File: src/common/cache_cfg.svh
`ifndef CACHE_CFG_SVH
`define CACHE_CFG_SVH

`define CACHE_OFFSET_BITS 5 // 32-byte lines.
`define CACHE_INDEX_BITS 3
`define CACHE_SETS 8
`define CACHE_TAG_BITS 24 // rest of the 32-bit address.

`endif

File: src/common/rv32i_types_pkg.sv
package rv32i_types_pkg;

typedef logic [31:0] rv32i_word; // data word of a load or store.
typedef logic [31:0] rv32i_addr; // byte address.
typedef logic [3:0] byte_mask; // one enable per byte of a word.

endpackage : rv32i_types_pkg

File: src/common/cache_types_pkg.sv
`include "cache_cfg.svh"

package cache_types_pkg;

typedef logic [8*(1 << `CACHE_OFFSET_BITS)-1:0] cache_line;
typedef logic [(1 << `CACHE_OFFSET_BITS)-1:0] line_mask; // one bit per byte of a line.
typedef logic [`CACHE_TAG_BITS-1:0] cache_tag;
typedef logic [`CACHE_INDEX_BITS-1:0] cache_index;
typedef logic [`CACHE_OFFSET_BITS-3:0] word_offset; // word within a line.

typedef enum logic [1:0] {
	dc_idle,
	dc_lookup,
	dc_writeback,
	dc_fill
} dcache_state;

typedef enum logic [1:0] {
	ic_idle,
	ic_lookup,
	ic_fill
} icache_state;

endpackage : cache_types_pkg

File: src/hw/pmem_arbiter.sv
`timescale 1ns/1ns

module pmem_arbiter
	import rv32i_types_pkg::*, cache_types_pkg::*;
(
	input logic clk,
	input logic arst_n,
	input logic dc_pmem_read,
	input logic dc_pmem_write,
	input rv32i_addr dc_pmem_addr,
	input cache_line dc_pmem_wdata,
	output logic dc_pmem_resp,
	output cache_line dc_pmem_rdata,
	input logic ic_pmem_read,
	input rv32i_addr ic_pmem_addr,
	output logic ic_pmem_resp,
	output cache_line ic_pmem_rdata,
	input cache_line pmem_rdata,
	input logic pmem_resp,
	output logic pmem_read,
	output logic pmem_write,
	output rv32i_addr pmem_addr,
	output cache_line pmem_wdata
);

logic busy;
logic owner; // 1 is the icache.
logic last_owner;
logic dc_req;
logic ic_req;
logic grant;

assign dc_req = dc_pmem_read || dc_pmem_write;
assign ic_req = ic_pmem_read;

always_comb begin
	if (busy) begin
		grant = owner;
	end else if (dc_req && ic_req) begin
		grant = ~last_owner; // the one not served last.
	end else begin
		grant = ic_req;
	end
end

always_ff @(posedge clk or negedge arst_n) begin
	if (!arst_n) begin
		busy <= 1'b0;
		owner <= 1'b0;
		last_owner <= 1'b1;
	end else if (pmem_resp) begin
		busy <= 1'b0;
		last_owner <= grant;
	end else if (!busy && (dc_req || ic_req)) begin
		busy <= 1'b1;
		owner <= grant;
	end
end

assign pmem_read = grant ? ic_pmem_read : dc_pmem_read;
assign pmem_write = !grant && dc_pmem_write;
assign pmem_addr = grant ? ic_pmem_addr : dc_pmem_addr;
assign pmem_wdata = dc_pmem_wdata;

assign dc_pmem_resp = pmem_resp && !grant;
assign ic_pmem_resp = pmem_resp && grant;
assign dc_pmem_rdata = pmem_rdata;
assign ic_pmem_rdata = pmem_rdata;

endmodule : pmem_arbiter

File: config.mk
export PLATFORM = sky130hd
export DESIGN_NAME = pmem_arbiter
export DESIGN_NICKNAME = d
export VERILOG_FILES = /design/src/common/rv32i_types_pkg.sv /design/src/common/cache_types_pkg.sv /design/src/hw/pmem_arbiter.sv
export VERILOG_INCLUDE_DIRS = /design/src /design/src/common
export SDC_FILE = /design/constraint.sdc
export NUM_CORES = 1
export LEC_CHECK = 0
export BUFFER_PORTS_ARGS = -buffer_cell sky130_fd_sc_hd__buf_2
export CORE_AREA = 10 10 531 533
export DETAILED_ROUTE_END_ITERATION = 7
export DIE_AREA = 0 0 541 543
export SYNTH_ARGS = -nofsm -noshare
export SYNTH_HDL_FRONTEND = slang
export SYNTH_SLANG_ARGS = --single-unit
File: constraint.sdc
create_clock -name clk -period 3.3 [get_ports clk]
set_input_delay 0.165 -clock clk [delete_from_list [all_inputs] [get_ports clk]]
set_output_delay 0.165 -clock clk [all_outputs]
set_load 0.01 [all_outputs]
# Yosys cells after proc, flatten, opt, wreduce, memory -nomap -nowiden
# Index checks and enable logic that the tools add are counted.
# classes
mux	6
bitwise_logic	2
reduce_logical	11
# ops
operator	count
2-to-1 mux 32 bit	1
logical AND 1 bit	5
2-to-1 mux 1 bit	5
zero test 1 bit	2
logical OR 1 bit	2
NOT 1 bit	2
AND reduction 2 bit	1
nonzero test 2 bit	1
# totals
ff_bits	3
input_bits	582
out_inout_bits	804
elab_cells	22

# Longest topological paths before layout
# depth
word_depth	6
ltp_mapped	5
mapped_depth_nobuf	3

# Worst setup path after synthesis
# OpenSTA, ideal clock, no wires.
# synth_path
kind	flip-flop to output port
start	reg last_owner
end	out pmem_addr[10]
arrival_time_ps	1357
required_ps	3135
path_slack_ps	1778
path_stages_with_launch	6
n_path_buf	2
cell_sequence	dfstp_2 > o21ai_1 > a21boi_1 > buf_6 > buf_8 > mux2_4
# synth_via
elab_chain_len	4
# synth_lines
item	line	text
start: declaration	pmem_arbiter.sv:28	logic last_owner;
start signal: assignment	pmem_arbiter.sv:53	last_owner <= grant;
NOT 1 bit	pmem_arbiter.sv:40	grant = ~last_owner;
2-to-1 mux 1 bit	pmem_arbiter.sv:39	end else if (dc_req && ic_req) begin
2-to-1 mux 1 bit	pmem_arbiter.sv:37	if (busy) begin
2-to-1 mux 32 bit	pmem_arbiter.sv:62	assign pmem_addr = grant ? ic_pmem_addr : dc_pmem_addr;
end: declaration	pmem_arbiter.sv:22	output rv32i_addr pmem_addr,
# Every way passes these cells.

# Final worst setup path
# layout_path
start	reg last_owner
end	out pmem_addr[2]
# Same word-level chain as after synthesis.

==> reports/results.ini <==
[outcome]
status = finished clean

[timing]
worst_pin_slew_ns = 0.597
slew_headroom_pct = 60.1
period_minus_slack_ns = 2.40
finalCritPeriodShare_pct = 72.6
skew_ns = 0.00268
setup_viol = 0
max_freq_ghz = 0.417
tns_ns = 0
drv_slew = 0
rsz0062_at_grt = false
hold_viol_final = 0

[place]
dpl_cell_area_mm2 = 0.00566
hpwl_um = 189000
gp_congestion = 0.733
port_buffers = 105

[setup_path]
required_ns = 3.13
r2r_start = last_owner
r2r_setup_slack_ns = 1.90
worst-path-max-fanout = 9
cp-endpoint = pmem_addr[2]
end_kind = primary output
cp-start-kind = flip-flop
rr_worst_depth = 3
critPathKind = flip-flop to primary output
arrival_ns = 2.23
crit_start = last_owner
reg2reg_to = last_owner

[grt]
met1_usage_pct = 2.12
grt_pass1_vias = 2727
gr-usage-all-layers_pct = 12.3
grt-ovfl-total = 0
antenna_found_initial = 37
met2_usage_pct = 17.7
use_met3_pct = 29.2
grt_pass1_wl_um = 200000
grt-busiest-layer = met3
grt_max_degree = 21

[logic_synthesis]
synth_common_cells = 768 x buf_4, 25 x mux2_4, 7 x mux2_1, 5 x nor2_1, 3 x a21oi_1
yosys-top-cells-area = buf_4 89%, mux2_4 5.8%, mux2_1 1.2%
syn_inst = 825
synth_top_flop_cell = dfrtp_1
syn_area_mm2 = 0.00644
ys_seq_area_share_pct = 1.18
yosys_warnings = 0
syn_nets = 1407
async_flop_share_pct = 100
synth_edf_count = 0
ys_types = 17
yosysTopAreaCell = buf_4
synth_top_area_share_pct = 89.5
synth_seq_cells = 3
synth.avg_cell_area_um2 = 7.81
yosysMostFrequentCell = buf_4

[power]
p_leak_nw = 0.807
finalPower_w = 0.000566
power_density_mw_per_mm2 = 98.4
ir_worst_vdd_v = 0.000129

[clock_network]
clkTransAtPathRegs_ns = 0.03
cts-root-buf = clkbuf_16
htreeDepth = 1
cts_max_path_buffers = 2
cts.sinks = 3
cts_tree = built
insertion_delay_ns = 0.22
cts_buffers = 3

[routing]
wl_per_cell_um = 51.2
drtIter0Drc = 122
drc = 0
via_count = 2925
ant_nets = 0
drt-total-wl_um = 191000
via_per_inst = 0.783
drt_pass1_iterations = 4

[layout]
drive_above_1_share_pct = 83.1
fin_area_mm2 = 0.00576
regArea_um2 = 76.3
areaGrowthSynthToFinish_pct = -10.6
multiInputGateArea_um2 = 556
fillers = 32430
nets = 749

[worst_hold_path]
min_path_type = input pin to flip-flop
hp-start = pmem_resp

[die]
start_util_pct = 2.38
die_height_um = 543
die_w_um = 541
coreArea_mm2 = 0.271
die_area_mm2 = 0.294
rows = 191
num_io_pins = 1386

[run]
maxCapViolCount = 0

[worst min path at each step]
stage	cells after the start	slack, ns	to
4_1_cts	2	0.20	last_owner
5_1_grt	2	0.21	last_owner
6_report	2	0.19	last_owner
3_5_place_dp	1	-0.04	busy
2_1_floorplan	0	-0.13	busy
3_3_place_gp	1	-0.03	busy
[stage by stage]
| step | setup WS, ns | std cells | util [%] | hold slack (ns) |
|---|---|---|---|---|
| after floorplan | 1.78 | 825 | - | -0.131 |
| after global placement | 1.13 | 3731 | 2.09 | -0.0350 |
| after detailed placement | 1.13 | 3731 | 2.09 | -0.0352 |
| after CTS | 0.893 | 3736 | 2.13 | 0.198 |
| after global routing | 0.807 | 3738 | 2.13 | 0.209 |
| final | 0.905 | 3738 | 2.13 | 0.188 |
[placed cells by master, fill, tap and decap left out, types with 2 or more instances in the layout]
master / netlist / layout
nor2_1: 5 / 5
diode_2: 0 / 2
and2_1: 2 / 2
mux2_4: 25 / 25
buf_2: 0 / 105
dfrtp_1: 2 / 2
buf_4: 768 / 2
a21oi_1: 3 / 3
clkbuf_16: 0 / 3
mux2_1: 7 / 7
nor2b_1: 2 / 2
[metal layers]
metal	vias to the layer above	wire, um
li1	427	-
met1	643	11300
met2	1607	77000
met3	238	95800
met4	10	6730
met5	-	509
[where the power goes]
group           total, W  switching (W)  internal [W]
Sequential     0.0000458     0.00000273     0.0000431
Combinational   0.000328       0.000170      0.000159
Clock           0.000192      0.0000329      0.000159
[cells by family after synthesis]
kind of cell,Yosys count,synth area share (%)
mux,32,7.05
simple gates,10,0.738
flops,3,1.18
buf+inv,773,90.4
compound gates,7,0.660
[flip-flops by register name, indices dropped and copies added (netlist names)]
signal and count:
busy 1, last_owner 1, owner 1
[critical path: stages, from the launching register on]
cell and delay, ns:
dfstp_2 0.51, o21ai_1 0.11, a21boi_4 0.52, buf_4 0.35, mux2_1 0.34, buf_2 0.14
[repair_timing]
item,in CTS,in global routing
resized for setup,0,0
setup endpoints to repair,0,0
endpoints found under the hold margin,3,0
buffers inserted,0,0
hold buffers,1,0
[cell type report]
type	instances	area share, %
sequential	3	1.33
tap	3570	77.6
clock buffer	4	1.37
inverter	1	0.0652
antenna	2	0.0869
multi-input combinational	49	9.65
timing repair buffer	109	9.91
Note: power is estimated with default switching activity, not from simulation.
