===== config.mk =====
export PLATFORM = sky130hd
export DESIGN_NAME = dcache_control
export DESIGN_NICKNAME = d
export VERILOG_FILES = /design/src/common/cache_types_pkg.sv /design/src/dcache/dcache_control.sv
export VERILOG_INCLUDE_DIRS = /design/src /design/src/common
export SDC_FILE = /design/constraint.sdc
export NUM_CORES = 1
export LEC_CHECK = 0
export BUFFER_PORTS_ARGS = -buffer_cell sky130_fd_sc_hd__buf_2
export CORE_AREA = 3 3 40 42
export DETAILED_ROUTE_END_ITERATION = 10
export DIE_AREA = 0 0 43 45
export GPL_TIMING_DRIVEN = 0
export PLACE_DENSITY_LB_ADDON = 0.08
export SYNTH_ARGS = -nofsm -noshare
export SYNTH_HDL_FRONTEND = slang
export SYNTH_SLANG_ARGS = --single-unit
export TNS_END_PERCENT = 1

===== constraint.sdc =====
create_clock -name clk -period 2.72 [get_ports clk]
set_input_delay 0.544 -clock clk [delete_from_list [all_inputs] [get_ports clk]]
set_output_delay 0.544 -clock clk [all_outputs]
set_load 0.1 [all_outputs]

===== src/common/cache_cfg.svh =====
`ifndef CACHE_CFG_SVH
`define CACHE_CFG_SVH

`define CACHE_OFFSET_BITS 5 // 32-byte lines.
`define CACHE_INDEX_BITS 3
`define CACHE_SETS 8
`define CACHE_TAG_BITS 24 // rest of the 32-bit address.

`endif


===== src/common/cache_types_pkg.sv =====
`include "cache_cfg.svh"

package cache_types_pkg;

typedef logic [8*(1 << `CACHE_OFFSET_BITS)-1:0] cache_line;
typedef logic [(1 << `CACHE_OFFSET_BITS)-1:0] line_mask; // one bit per byte of a line.
typedef logic [`CACHE_TAG_BITS-1:0] cache_tag;
typedef logic [`CACHE_INDEX_BITS-1:0] cache_index;
typedef logic [`CACHE_OFFSET_BITS-3:0] word_offset; // word within a line.

typedef enum logic [1:0] {
	dc_idle,
	dc_lookup,
	dc_writeback,
	dc_fill
} dcache_state;

typedef enum logic [1:0] {
	ic_idle,
	ic_lookup,
	ic_fill
} icache_state;

endpackage : cache_types_pkg


===== src/dcache/dcache_control.sv =====
`timescale 1ns/1ns

module dcache_control
	import cache_types_pkg::*;
(
	input logic clk,
	input logic arst_n,
	input logic data_read,
	input logic data_write,
	input logic hit,
	input logic hit_way,
	input logic lru_way,
	input logic victim_dirty,
	input logic dc_pmem_resp,
	output logic data_resp,
	output logic load_stage,
	output logic load_data,
	output logic load_tag,
	output logic set_valid,
	output logic set_dirty,
	output logic clear_dirty,
	output logic load_lru,
	output logic addr_sel_way,
	output logic dc_pmem_read,
	output logic dc_pmem_write
);

dcache_state state_q;
dcache_state state_d;

always_ff @(posedge clk or negedge arst_n) begin
	if (!arst_n) begin
		state_q <= dc_idle;
	end else begin
		state_q <= state_d;
	end
end

always_comb begin
	state_d = state_q;
	data_resp = 1'b0;
	load_stage = 1'b0;
	load_data = 1'b0;
	load_tag = 1'b0;
	set_valid = 1'b0;
	set_dirty = 1'b0;
	clear_dirty = 1'b0;
	load_lru = 1'b0;
	addr_sel_way = lru_way;
	dc_pmem_read = 1'b0;
	dc_pmem_write = 1'b0;
	unique case (state_q)
		dc_idle: begin
			if (data_read || data_write) begin
				load_stage = 1'b1;
				state_d = dc_lookup;
			end
		end
		dc_lookup: begin
			addr_sel_way = hit_way;
			if (hit) begin
				data_resp = 1'b1;
				load_data = 1'b1; // only a store writes.
				set_dirty = 1'b1;
				load_lru = 1'b1;
				load_stage = 1'b1; // take the next request now.
				state_d = (data_read || data_write) ? dc_lookup : dc_idle;
			end else begin
				state_d = victim_dirty ? dc_writeback : dc_fill;
			end
		end
		dc_writeback: begin
			dc_pmem_write = 1'b1;
			if (dc_pmem_resp) begin
				clear_dirty = 1'b1;
				state_d = dc_fill;
			end
		end
		dc_fill: begin
			dc_pmem_read = 1'b1;
			if (dc_pmem_resp) begin
				load_data = 1'b1;
				load_tag = 1'b1;
				set_valid = 1'b1;
				clear_dirty = 1'b1;
				state_d = dc_lookup; // replays as a hit.
			end
		end
		default: state_d = dc_idle;
	endcase
end

endmodule : dcache_control


### Word level (Yosys, flattened, before mapping)

Cells that the tools add are included.

| cells by class | value |
|---|---|
| add/sub/neg operators | 0 |
| multipliers | 0 |
| div/mod/pow operators | 0 |
| order comparisons | 0 |
| equal/unequal tests | 6 |
| shifts and indexed selects | 0 |
| mux-type cells | 18 |
| bitwise logic cells | 0 |
| reduce and logical (&&, ||, !) cells | 4 |

Operators with widths:

| operator | count |
|---|---|
| $mux W1 | 11 |
| $mux W2 | 4 |
| $pmux W2 S4 | 1 |
| $ne A2 B2 Y1 const B | 3 |
| $eq A2 B2 Y1 const B | 2 |
| $pmux W1 S2 | 2 |
| $reduce_and A3 Y1 | 1 |
| $eq A2 B1 Y1 const B | 1 |
| $logic_not A2 Y1 | 1 |
| $reduce_or A2 Y1 | 1 |
| $logic_or A1 B1 Y1 | 1 |

| storage, ports and cells | value |
|---|---|
| flip-flop bits (word level) | 2 |
| latch bits | 0 |
| bits in writable memories | 0 |
| bits in read-only memories | 0 |
| input port bits | 9 |
| word-level logic and storage cells | 29 |
| memories | 0 |

### Logic depth before layout (Yosys ltp)

| logic depth | value |
|---|---|
| depth after elaboration | 4 |
| mapped depth | 5 |
| gate-level depth less buffers | 5 |

### Worst setup path before layout

OpenSTA, ideal clock, no wires.

| path | value |
|---|---|
| kind | flip-flop to output port |
| start | reg state_q[0] |
| end | out clear_dirty |
| arrival time | 2.815 ns |
| setup slack | -0.639 ns |
| cell stages (with the launch flop) | 5 |
| path through | dfrtp_1 -> inv_1 -> ha_1 -> nor2_1 -> nor2b_1 |

| between the ends | value |
|---|---|
| word-level cells in the longest chain between the ends | 3 |
| elaborated cells on any way between the ends | 4 |
| classes of those cells | eq/ne: 2; mux: 1; reduce/logical: 1 |

RTL lines:

| element | line | RTL |
|---|---|---|
| from (decl) | dcache_control.sv:28 | `dcache_state state_q;` |
| from (signal assigned) | dcache_control.sv:33 | `state_q <= dc_idle;` |
| from (signal assigned) | dcache_control.sv:35 | `state_q <= state_d;` |
| $eq A2 B2 Y1 | dcache_control.sv:52 | `unique case (state_q)` |
| $reduce_or A2 Y1 (no line) * | n/a |  |
| $mux W1 * | n/a |  |
| to (decl) | dcache_control.sv:21 | `output logic clear_dirty,` |

Every way passes the cells marked *; elsewhere a longest branch is shown, timed or not.

### Final worst setup path

| path | value |
|---|---|
| start | reg state_q[1] |
| end | out load_data |

| between the ends | value |
|---|---|
| word-level cells in the longest chain between the ends | 2 |
| elaborated cells on any way between the ends | 3 |
| classes of those cells | eq/ne: 2; mux: 1 |

RTL lines:

| element | line | RTL |
|---|---|---|
| $eq A2 B2 Y1 or $eq A2 B1 Y1 (tied branches) | dcache_control.sv:52 |  |
| $pmux W1 S2 * | dcache_control.sv:52 |  |
| to (decl) | dcache_control.sv:17 | `output logic load_data,` |

Marked as above.

==> qor.yml <==
grt:
  grt_pass1_vias: 266
  antenna_found_initial: 0
  grt_util_all_layers_pct: 7.83
  grt_overflow_total: 0
  grt_pass1_wl_um: 1060
  grt_max_degree: 5
sta:
  setup_violations: 0
  timing.final.ws_setup_ns: 0.516
  clock_skew_ns: 0.000521
  hold_violations: 0
  rsz0062_at_grt: "no"
  post-route-min-period_ns: 2.20
  maxSlewViolCount: 0
  fmax_mhz: 454
  relSlewSlack_pct: 67.7
  period_share_pct: 81.0
  tightest_slew_ns: 0.487
clock_network:
  clkSlewWorstSetupHoldPaths_ns: 0.03
  htree_num_levels: 1
  clock_path_buffers: 2
  cts_setup_buffers: 0
  clock_latency_ns: 0.22
  clock-root-buffer: "clkbuf_4"
  cts_tree: "built"
  numCtsBuffers: 3
  cts_resized: 0
  cts.sinks: 2
  cts_hold_buf: 0
final_layout:
  n_antenna_cell: 0
  largest_reg_flops: 2
  post-route-util_pct: 30.3
  area_delta_synth_final_pct: 57.9
  final_cells: 66
  nets: 66
  final_cell_mix: "buf_2 (19), inv_1 (4), ha_1 (3), buf_4 (3), clkbuf_4 (3)"
  top_regs: "state_q (2)"
  drive_above_1_share_pct: 58.8
  regMostFlops: "state_q"
  final_common_cell: "buf_2"
synthesis:
  synth_top_family_by_area: "adder cells"
  yosys.cell_types.count: 16
  yosys.area_share.simple_pct: 19.8
  yosys_warnings: 0
  netlist_instances: 29
  yosysSeqAreaShare_pct: 20.3
  synth-xor-area-share_pct: 0
  synth_compound_area_share_pct: 11.2
  synthesis.area_um2: 246
  syn_avg_cell_area_um2: 8.50
  synth_fp_nets: 42
  ys_ff_latch: 2
  muxShareOfSynthArea_pct: 13.2
  synth-adder-area-share_pct: 20.3
floorplanning:
  die_h_um: 45
  dieArea_um2: 1940
  pin_count: 20
  core_region_area_um2: 1280
  initial_core_util_pct: 19.2
  num_rows: 13
  dieWidth_um: 43
critical_path:
  reg2reg_depth: 5
  path_buf_inv: 3
  critical_path_class: "reg2out"
  end_kind: "output port"
  setup.worst_path.start_class: "register"
  crit_slowest_cell: "buf_2"
  arrival_ns: 1.66
  worst_ep_required_time_ns: 2.18
  crit_top_cell: "inv_1"
  r2r-end: "state_q[0]"
  r2r_start: "state_q[0]"
  crit_fanout: 4
  worstSetupPathDepth: 6
  crit_family: "buffers and inverters"
  crit_chain: "inv_1, ha_1, nand2_1, inv_1, or2_2, buf_2"
  slowest_delay_ns: 0.41
  regToRegSetupSlack_ns: 1.20
run:
  max_cap_violations: 0
routing:
  routed_wl_um: 635
  firstDrtPassIters: 2
  drt_iter0_markers: 2
  ant_nets: 0
  wl_per_cell_um: 9.62
  vias: 259
  drc_errors: 0
  via_per_inst: 3.92
place:
  io_buffers: 19
  gp_congestion: 0.701
  dp.cells: 63
  pre_cts_ws_ns: 0.742
  hpwl_um: 527
run_status:
  run_status: "finished clean"
hold_path:
  hp-class: "in2async"
## cells by family (layout without fill, tap and decap cells)
family	count (synthesis)	after routing
AOI/OAI and AO/OA	4	4
adders and majority gates	4	4
buffers and inverters	7	29
DFF	2	2
muxes	3	3
and+or+nand+nor	9	9
## worst max path at each step
stage,slack [ns],to,startpoint
3_3_place_gp,0.75,load_data,state_q[1]
3_5_place_dp,0.74,load_data,state_q[1]
2_1_floorplan,-0.14,clear_dirty,state_q[0]
6_report,0.52,load_data,state_q[1]
5_1_grt,0.42,load_data,state_q[1]
4_1_cts,0.49,load_data,state_q[1]
## cells in the mapped netlist, drive strengths merged
cell type	number	area share [%]
o2111ai	1	3.6
nor2	2	3.0
dfrtp	2	20
buf	3	9.1
and2	1	2.5
o2bb2ai	1	3.6
mux2i	1	4.1
o21ai	2	4.1
ha	4	20
or3b	1	3.6
inv	4	6.1
mux2	2	9.1
or2	1	2.5
nor2b	2	5.1
nand2	2	3.0
## metrics by stage
step | hold WS, ns | setup TNS [ns] | cell area (um2)
2_1_floorplan | 0.248 | -0.142 | 253
3_3_place_gp | 0.329 | 0 | 367
3_5_place_dp | 0.331 | 0 | 367
4_1_cts | 0.0854 | 0 | 389
5_1_grt | 0.0887 | 0 | 389
6_report | 0.0971 | 0 | 389
## final cells by class
cell class / instances / area, um2
multi-input combinational: 20 / 165
fill: 158 / 896
sequential: 2 / 50.0
inverter: 4 / 15.0
buffer: 3 / 22.5
tap: 15 / 18.8
timing repair buffer: 19 / 95.1
clock buffer: 3 / 22.5
## metal layers
metal | vias to the layer above | GRT usage (%) | part of all wire (%)
li1 | 139 | - | -
met1 | 107 | 8.45 | 40
met3 | 0 | 3.59 | 12
met2 | 13 | 10.5 | 47
met5 | - | 0 | 0
met4 | 0 | 9.04 | 0
Power is left out: the tool's default activity adds up to more than one toggle a clock period on the data nets, which glitch-free logic cannot reach.
