$ cat config.mk
export PLATFORM = sky130hd
export DESIGN_NAME = icache
export DESIGN_NICKNAME = d
export VERILOG_FILES = /design/src/common/rv32i_types_pkg.sv /design/src/common/cache_types_pkg.sv /design/src/icache/icache.sv
export VERILOG_INCLUDE_DIRS = /design/src /design/src/common
export SDC_FILE = /design/constraint.sdc
export NUM_CORES = 2
export LEC_CHECK = 0
export BUFFER_PORTS_ARGS = -buffer_cell sky130_fd_sc_hd__buf_2
export CAP_MARGIN = 20
export CORE_MARGIN = 3
export CORE_UTILIZATION = 61
export CTS_CLUSTER_SIZE = 28
export DETAILED_ROUTE_END_ITERATION = 12
export PLACE_DENSITY = 0.79
export SLEW_MARGIN = 20
export SYNTH_ARGS = -nofsm -noshare
export SYNTH_HDL_FRONTEND = slang
export SYNTH_SLANG_ARGS = --single-unit
export TNS_END_PERCENT = 5
$ cat constraint.sdc
create_clock -name clk -period 27.3 [get_ports clk]
set_clock_uncertainty 0.2 [all_clocks]
set_input_delay 5.46 -clock clk [delete_from_list [all_inputs] [get_ports clk]]
set_output_delay 5.46 -clock clk [all_outputs]
set_load 0.02 [all_outputs]
$ cat src/common/cache_cfg.svh
`ifndef CACHE_CFG_SVH
`define CACHE_CFG_SVH

`define CACHE_OFFSET_BITS 5 // 32-byte lines.
`define CACHE_INDEX_BITS 3
`define CACHE_SETS 8
`define CACHE_TAG_BITS 24 // rest of the 32-bit address.

`endif

$ cat src/common/rv32i_types_pkg.sv
package rv32i_types_pkg;

typedef logic [31:0] rv32i_word; // data word of a load or store.
typedef logic [31:0] rv32i_addr; // byte address.
typedef logic [3:0] byte_mask; // one enable per byte of a word.

endpackage : rv32i_types_pkg

$ cat src/common/cache_types_pkg.sv
`include "cache_cfg.svh"

package cache_types_pkg;

typedef logic [8*(1 << `CACHE_OFFSET_BITS)-1:0] cache_line;
typedef logic [(1 << `CACHE_OFFSET_BITS)-1:0] line_mask; // one bit per byte of a line.
typedef logic [`CACHE_TAG_BITS-1:0] cache_tag;
typedef logic [`CACHE_INDEX_BITS-1:0] cache_index;
typedef logic [`CACHE_OFFSET_BITS-3:0] word_offset; // word within a line.

typedef enum logic [1:0] {
	dc_idle,
	dc_lookup,
	dc_writeback,
	dc_fill
} dcache_state;

typedef enum logic [1:0] {
	ic_idle,
	ic_lookup,
	ic_fill
} icache_state;

endpackage : cache_types_pkg

$ cat src/icache/icache.sv
`timescale 1ns/1ns
`include "cache_cfg.svh"

module icache
	import rv32i_types_pkg::*, cache_types_pkg::*;
(
	input logic clk,
	input logic arst_n,
	input logic instr_read,
	input rv32i_addr instr_addr,
	input cache_line ic_pmem_rdata,
	input logic ic_pmem_resp,
	output rv32i_word instr_rdata,
	output logic instr_resp,
	output logic ic_pmem_read,
	output rv32i_addr ic_pmem_addr
);

cache_line data_arr [`CACHE_SETS];
cache_tag tag_arr [`CACHE_SETS];
logic [`CACHE_SETS-1:0] valid_arr;

icache_state state_q;
icache_state state_d;
rv32i_addr stage_addr;
logic stage_read;
logic load_stage;
logic fill_done;
logic hit;

cache_index idx;
cache_tag stage_tag;
word_offset offset;
cache_line hit_line;

assign idx = stage_addr[`CACHE_OFFSET_BITS +: `CACHE_INDEX_BITS];
assign stage_tag = stage_addr[31 -: `CACHE_TAG_BITS];
assign offset = stage_addr[`CACHE_OFFSET_BITS-1:2];

assign hit = stage_read && valid_arr[idx] && (tag_arr[idx] == stage_tag);
assign hit_line = data_arr[idx];
assign instr_rdata = hit_line[32*offset +: 32];
assign ic_pmem_addr = {stage_tag, idx, {`CACHE_OFFSET_BITS{1'b0}}};

always_ff @(posedge clk or negedge arst_n) begin
	if (!arst_n) begin
		state_q <= ic_idle;
		stage_read <= 1'b0;
		valid_arr <= '0;
	end else begin
		state_q <= state_d;
		if (load_stage) begin
			stage_read <= instr_read;
		end
		if (fill_done) begin
			valid_arr[idx] <= 1'b1;
		end
	end
end

always_ff @(posedge clk) begin
	if (load_stage) begin
		stage_addr <= instr_addr;
	end
	if (fill_done) begin
		data_arr[idx] <= ic_pmem_rdata;
		tag_arr[idx] <= stage_tag;
	end
end

always_comb begin
	state_d = state_q;
	load_stage = 1'b0;
	fill_done = 1'b0;
	instr_resp = 1'b0;
	ic_pmem_read = 1'b0;
	unique case (state_q)
		ic_idle: begin
			if (instr_read) begin
				load_stage = 1'b1;
				state_d = ic_lookup;
			end
		end
		ic_lookup: begin
			if (hit) begin
				instr_resp = 1'b1;
				load_stage = 1'b1;
				state_d = instr_read ? ic_lookup : ic_idle;
			end else begin
				state_d = ic_fill;
			end
		end
		ic_fill: begin
			ic_pmem_read = 1'b1;
			if (ic_pmem_resp) begin
				fill_done = 1'b1;
				state_d = ic_lookup;
			end
		end
		default: state_d = ic_idle;
	endcase
end

endmodule : icache

=== Word level (Yosys, flattened, before mapping) ===
Memories as Yosys holds them, arrays and structs flattened. A register that Yosys moved wholly into a read port is not among the register bits.
Cells that the tools add are included.

* Logic and storage cells: 40
* Register bits: 43
* Input port bits: 292
* Memories: 2
* Bits in writable memories: 2240
* Latch bits: 0
* ROM bits: 0
* Output and inout port bits: 66

{| class="wikitable"
|+ Memories
! name !! words !! width !! read ports !! clocked after Yosys merged registers in !! write ports !! line !! text
|-
| data_arr || 8 || 256 || 1 || 1 || 1 || icache.sv:19 || <nowiki>cache_line data_arr [`CACHE_SETS];</nowiki>
|-
| tag_arr || 8 || 24 || 1 || 1 || 1 || icache.sv:20 || <nowiki>cache_tag tag_arr [`CACHE_SETS];</nowiki>
|}

* Reductions and logical operators: 5
* Bitwise logic cells: 1
* Equal/unequal tests: 5
* Divide/modulo/power cells: 0
* Multiplexer cells: 20
* Multiply operators: 0
* Add/subtract/negate cells: 0
* Shift operators: 1
* Order comparisons: 2

{| class="wikitable"
|+ Operator list
! kind !! number
|-
| $shiftx A256 B9 Y32 || 1
|-
| $eq A24 B24 Y1 || 1
|-
| $mux W1 || 11
|-
| $or A8 B8 Y8 || 1
|-
| $mux W2 || 3
|-
| $mux W3 || 2
|-
| $pmux W2 S3 || 1
|-
| $lt A3 B4 Y1 const B || 1
|-
| $ne A2 B2 Y1 const B || 2
|-
| $bmux W1 S3 || 1
|-
| $demux W1 S3 || 1
|-
| $ge A3 B1 Y1 const B || 1
|-
| $logic_and A1 B1 Y1 || 3
|-
| $eq A2 B1 Y1 const B || 1
|-
| $eq A2 B2 Y1 const B || 1
|-
| $logic_not A2 Y1 || 1
|-
| $pmux W1 S2 || 1
|-
| $reduce_and A2 Y1 || 1
|}

=== Logic depth before layout (Yosys ltp) ===
* Word-level depth: 7
* Depth in mapped cells: 13
* Gate-level depth less buffers: 9

=== Least setup slack after synthesis ===
OpenSTA, ideal clock, no wires.

* Path type: input to register
* Start point: input ic_pmem_resp
* End point: register valid_arr[0]
* Path buffers: 0
* Library setup time: 178 ps
* Data required time: 26922 ps
* Setup slack: 651 ps
* Stages: 4
* Arrival: 26272 ps
* Cell sequence: nand2_1 -> or2_2 -> nor3_1 -> or2_2

* Cells in the longest elaborated chain, start to end: 2

{| class="wikitable"
|+ RTL lines
! element !! line !! text
|-
| from (decl) || icache.sv:12 || <nowiki>input logic ic_pmem_resp,</nowiki>
|-
| $mux W1 || icache.sv:95 || <nowiki>if (ic_pmem_resp) begin</nowiki>
|-
| $mux W1 || icache.sv:77 || <nowiki>unique case (state_q)</nowiki>
|-
| to (signal assigned) || icache.sv:49 || <nowiki>valid_arr <= '0;</nowiki>
|-
| to (signal, indexed assignment) || icache.sv:56 || <nowiki>valid_arr[idx] <= 1'b1;</nowiki>
|-
| to (decl) || icache.sv:21 || <nowiki>logic [`CACHE_SETS-1:0] valid_arr;</nowiki>
|}

No other way between the ends.
A chain may end at the register's enable or synchronous reset.

==> results.toml <==
[run_status]
result_of_the_run = "finished clean"

[logic_synthesis]
postSynthAreaPerCell_um2 = 25.5
synth_enable_flop_cells = 2270
synth_cells = 3413
synth-async-reset-ratio_pct = 0.482
yosysUniqueCellTypes = 40
total_of_flip_flops_plus_latches_after_synthesis = 2284
synth_flop_cell = "edfxtp_1"
synth-seq-area-share_pct = 78.8
syn_area_um2 = 86900
yosys_warnings = 0

[clocking]
cts_sinks = 2284
worst_setup_hold_path_clk_slew_ns = 0.06
cts-resized-gates = 0
cts-hold-fix-buffers = 0
ctsHtreeMaxLevel = 4
cts-buffers-inserted = 212
clk-insertion-delay-late_ns = 0.85
maximum_buffer_depth_of_the_clock_tree = 3
cts.repair_timing.setup_buffer_count = 0
tritoncts_clock_tree = "done"
buffer_cell_driving_the_clock_tree_root = "clkbuf_16"

[power]
p_per_area_nw_per_um2 = 88.1
power.share.combinational_pct = 19.2
total_switching_power_mw = 2.25
power.ir.vdd_worst_v = 0.0000781
seq_pwr_share_pct = 47.4
finalPower_mw = 8.59
swShare_pct = 26.2
cell_internal_pwr_mw = 6.34
clock_power_share_pct = 33.4
leakagePower_nw = 30.9

[critical_path]
setup.worst_path.end_class = "output port"
critical_path_arrival_ns = 6.82
worstPathMaxFanout = 106
crit_path_max_incr_delay_ns = 0.81
r2r_slack_ns = 21.45
worst_setup_path_start_kind = "flip-flop"
list_of_cells_traversed_by_the_critical_path = "buf_12, buf_4, buf_4, buf_4, mux4_2, mux4_2, mux4_2, buf_2"
worst_r2r_path_depth = 11
critical_path_required_ns = 21.64
worst-setup-path-type = "flip-flop to output port"
cpMaxStageDelayCell = "buf_4"

[placement]
dp_slack_ns = 15.56
place.detailed.hpwl_mm = 104
numPlacedInstances = 5505
routabilityCongestion = 0.779
io_buffers = 350

[die]
core_area_um2 = 141000
core.rowCount = 137
die_y_um = 383
fp.dieArea_um2 = 147000
die_width_um = 383
design.portCount = 358
floorplan.initialDensity_pct = 61.8

[timing]
worst_slew_pin_slew_ns = 1.09
finalSetupViolations = 0
setup_slack_ns = 14.82
max_clock_freq_mhz = 80.2
grt_setup_unrepaired = "no"
finalCriticalPeriod_ns = 12.48
finalSetupTns_ns = 0
timing.slew.headroom_pct = 27.6
finalMaxSlewViolations = 0
timing_hold_violations_final = 0
hold_ws_ns = 0.270
fin_crit_sh_pct = 45.7

[detailed_routing]
wl_per_cell_um = 33.6
detailroute.wirelength.met2_mm = 99.9
antenna_left = 0
drt-met1-wl_mm = 72.2
totalWireLength_mm = 201
dr_vias = 39331
routed_via_density = 6.59
detailedRoute.firstIterationViolations = 4843
firstDrtPassIters = 9
drcViolationCount = 0
highest_layer = "met5"
detailroute.wirelength.met3_mm = 21.3

[hold_path]
holdCritPathClass = "flip-flop to flip-flop"
worstHoldPathCells = 1
hp-start = "valid_arr[1]$_DFFE_PN0P_"
worstHoldEndpoint = "valid_arr[1]$_DFFE_PN0P_"

[global_route]
grt_pass1_wl_mm = 291
antenna_found_initial = 117
via_count_of_the_first_global_routing_pass = 40817
grt_overflow = 0
grt_start_max_net_pins = 148
grt_usage_pct = 27.8

[cells_and_area]
instances_no_fill = 5971
nets = 4135
synthToLayoutAreaGrowth_pct = 12.2
post_route_cells_drive_above_1_share_pct = 35.6

[flow_run]
cap_viol_max_count = 0
[power groups by stage]
stage	clock network, mW	registers, mW	logic (mW)
final	2.87	4.08	1.65
after CTS	2.91	4.08	1.67
after floorplan	0	4.16	1.17
after global placement	0	4.14	1.60
after detailed placement	0	4.15	1.63
after global routing	3.04	4.09	1.74
[synth_stat cells, types with 2 or more instances]
| cell | instances | area (um^2) |
|---|---|---|
| edfxtp_1 | 2270 | 68200 |
| mux4_2 | 686 | 15400 |
| buf_2 | 71 | 355 |
| mux2i_1 | 66 | 661 |
| buf_4 | 64 | 480 |
| clkbuf_1 | 36 | 135 |
| nand2_1 | 28 | 105 |
| buf_1 | 21 | 78.8 |
| mux2_2 | 17 | 191 |
| a22oi_1 | 14 | 105 |
| xor2_1 | 14 | 123 |
| nor2_1 | 12 | 45.0 |
| dfrtp_1 | 11 | 275 |
| xnor2_1 | 10 | 87.6 |
| buf_6 | 9 | 101 |
| nand4_1 | 9 | 56.3 |
| o21ai_0 | 9 | 45.0 |
| or2_2 | 9 | 56.3 |
| nand2b_1 | 7 | 43.8 |
| a221oi_1 | 6 | 52.6 |
| nor2b_1 | 6 | 37.5 |
| inv_1 | 5 | 18.8 |
| a22o_1 | 4 | 35.0 |
| dfxtp_1 | 3 | 60.1 |
| nor3_1 | 3 | 15.0 |
| nor4_1 | 3 | 18.8 |
| o22ai_1 | 3 | 18.8 |
| a21oi_1 | 2 | 10.0 |
| and2_1 | 2 | 12.5 |
| nand3_1 | 2 | 10.0 |
| nor3b_1 | 2 | 15.0 |
[critical path: cells and delay by family (launching register included)]
| family | cells | cell delay [ns] |
|---|---|---|
| mux | 3 | 1.77 |
| buf+inv | 5 | 3.21 |
| flops | 1 | 0.66 |
[cell type report]
class | count | area, um^2
antenna | 73 | 183
clock buffer | 259 | 5530
clock inverter | 134 | 1250
fill | 8009 | 43000
inverter | 6 | 22.5
multi-input combinational | 926 | 17300
sequential | 2284 | 68500
tap | 1876 | 2350
timing repair buffer | 413 | 2360
[per-layer routing]
layer	up-vias	global-route usage, %
met5	-	0
met4	36	11.3
met3	377	8.34
met2	2287	43.2
met1	20832	37.8
li1	15799	-
[through the flow]
stage | area (um^2) | utilization [%]
floorplan | 86900 | -
global placement | 90600 | 64.4
detailed placement | 90600 | 64.4
CTS | 97300 | 69.2
global route | 97400 | 69.3
finish | 97500 | 69.4
[cell usage in the layout, fill, tap and decap left out, types with 17 or more instances in the layout]
cell type / instances
buf_2: 350
buf_4: 51
clkbuf_1: 42
clkbuf_16: 212
clkinv_1: 55
clkinv_2: 40
diode_2: 73
edfxtp_1: 2270
mux2_2: 17
mux2i_1: 66
mux4_2: 686
nand2_1: 28
[worst max path at each step]
stage,start,endpoint,slack (ns),depth (start not counted)
6_report,flip-flop,instr_rdata[5],14.82,8
5_1_grt,flip-flop,instr_rdata[5],14.26,8
4_1_cts,flip-flop,instr_rdata[5],14.59,8
3_5_place_dp,flip-flop,instr_rdata[5],15.56,8
3_3_place_gp,flip-flop,instr_rdata[5],15.59,8
2_1_floorplan,ic_pmem_resp,valid_arr[0]$_DFFE_PN0P_,0.65,4
[state kept, by name, summed over array words and instances, names as in the netlist, named ones only]
register,flops
tag_arr,192
data_arr,2048
stage_addr,30
state_q,2
valid_arr,8
stage_read,1
[kinds of logic after synthesis]
logic type | Yosys count | synth area share (%)
buf+inv | 207 | 1.35
flops | 2284 | 78.8
simple gates | 85 | 0.495
compound gates | 43 | 0.353
other cells | 1 | 0.00431
mux | 769 | 18.8
xor+xnor | 24 | 0.242
(Power assumes the default switching activity.)
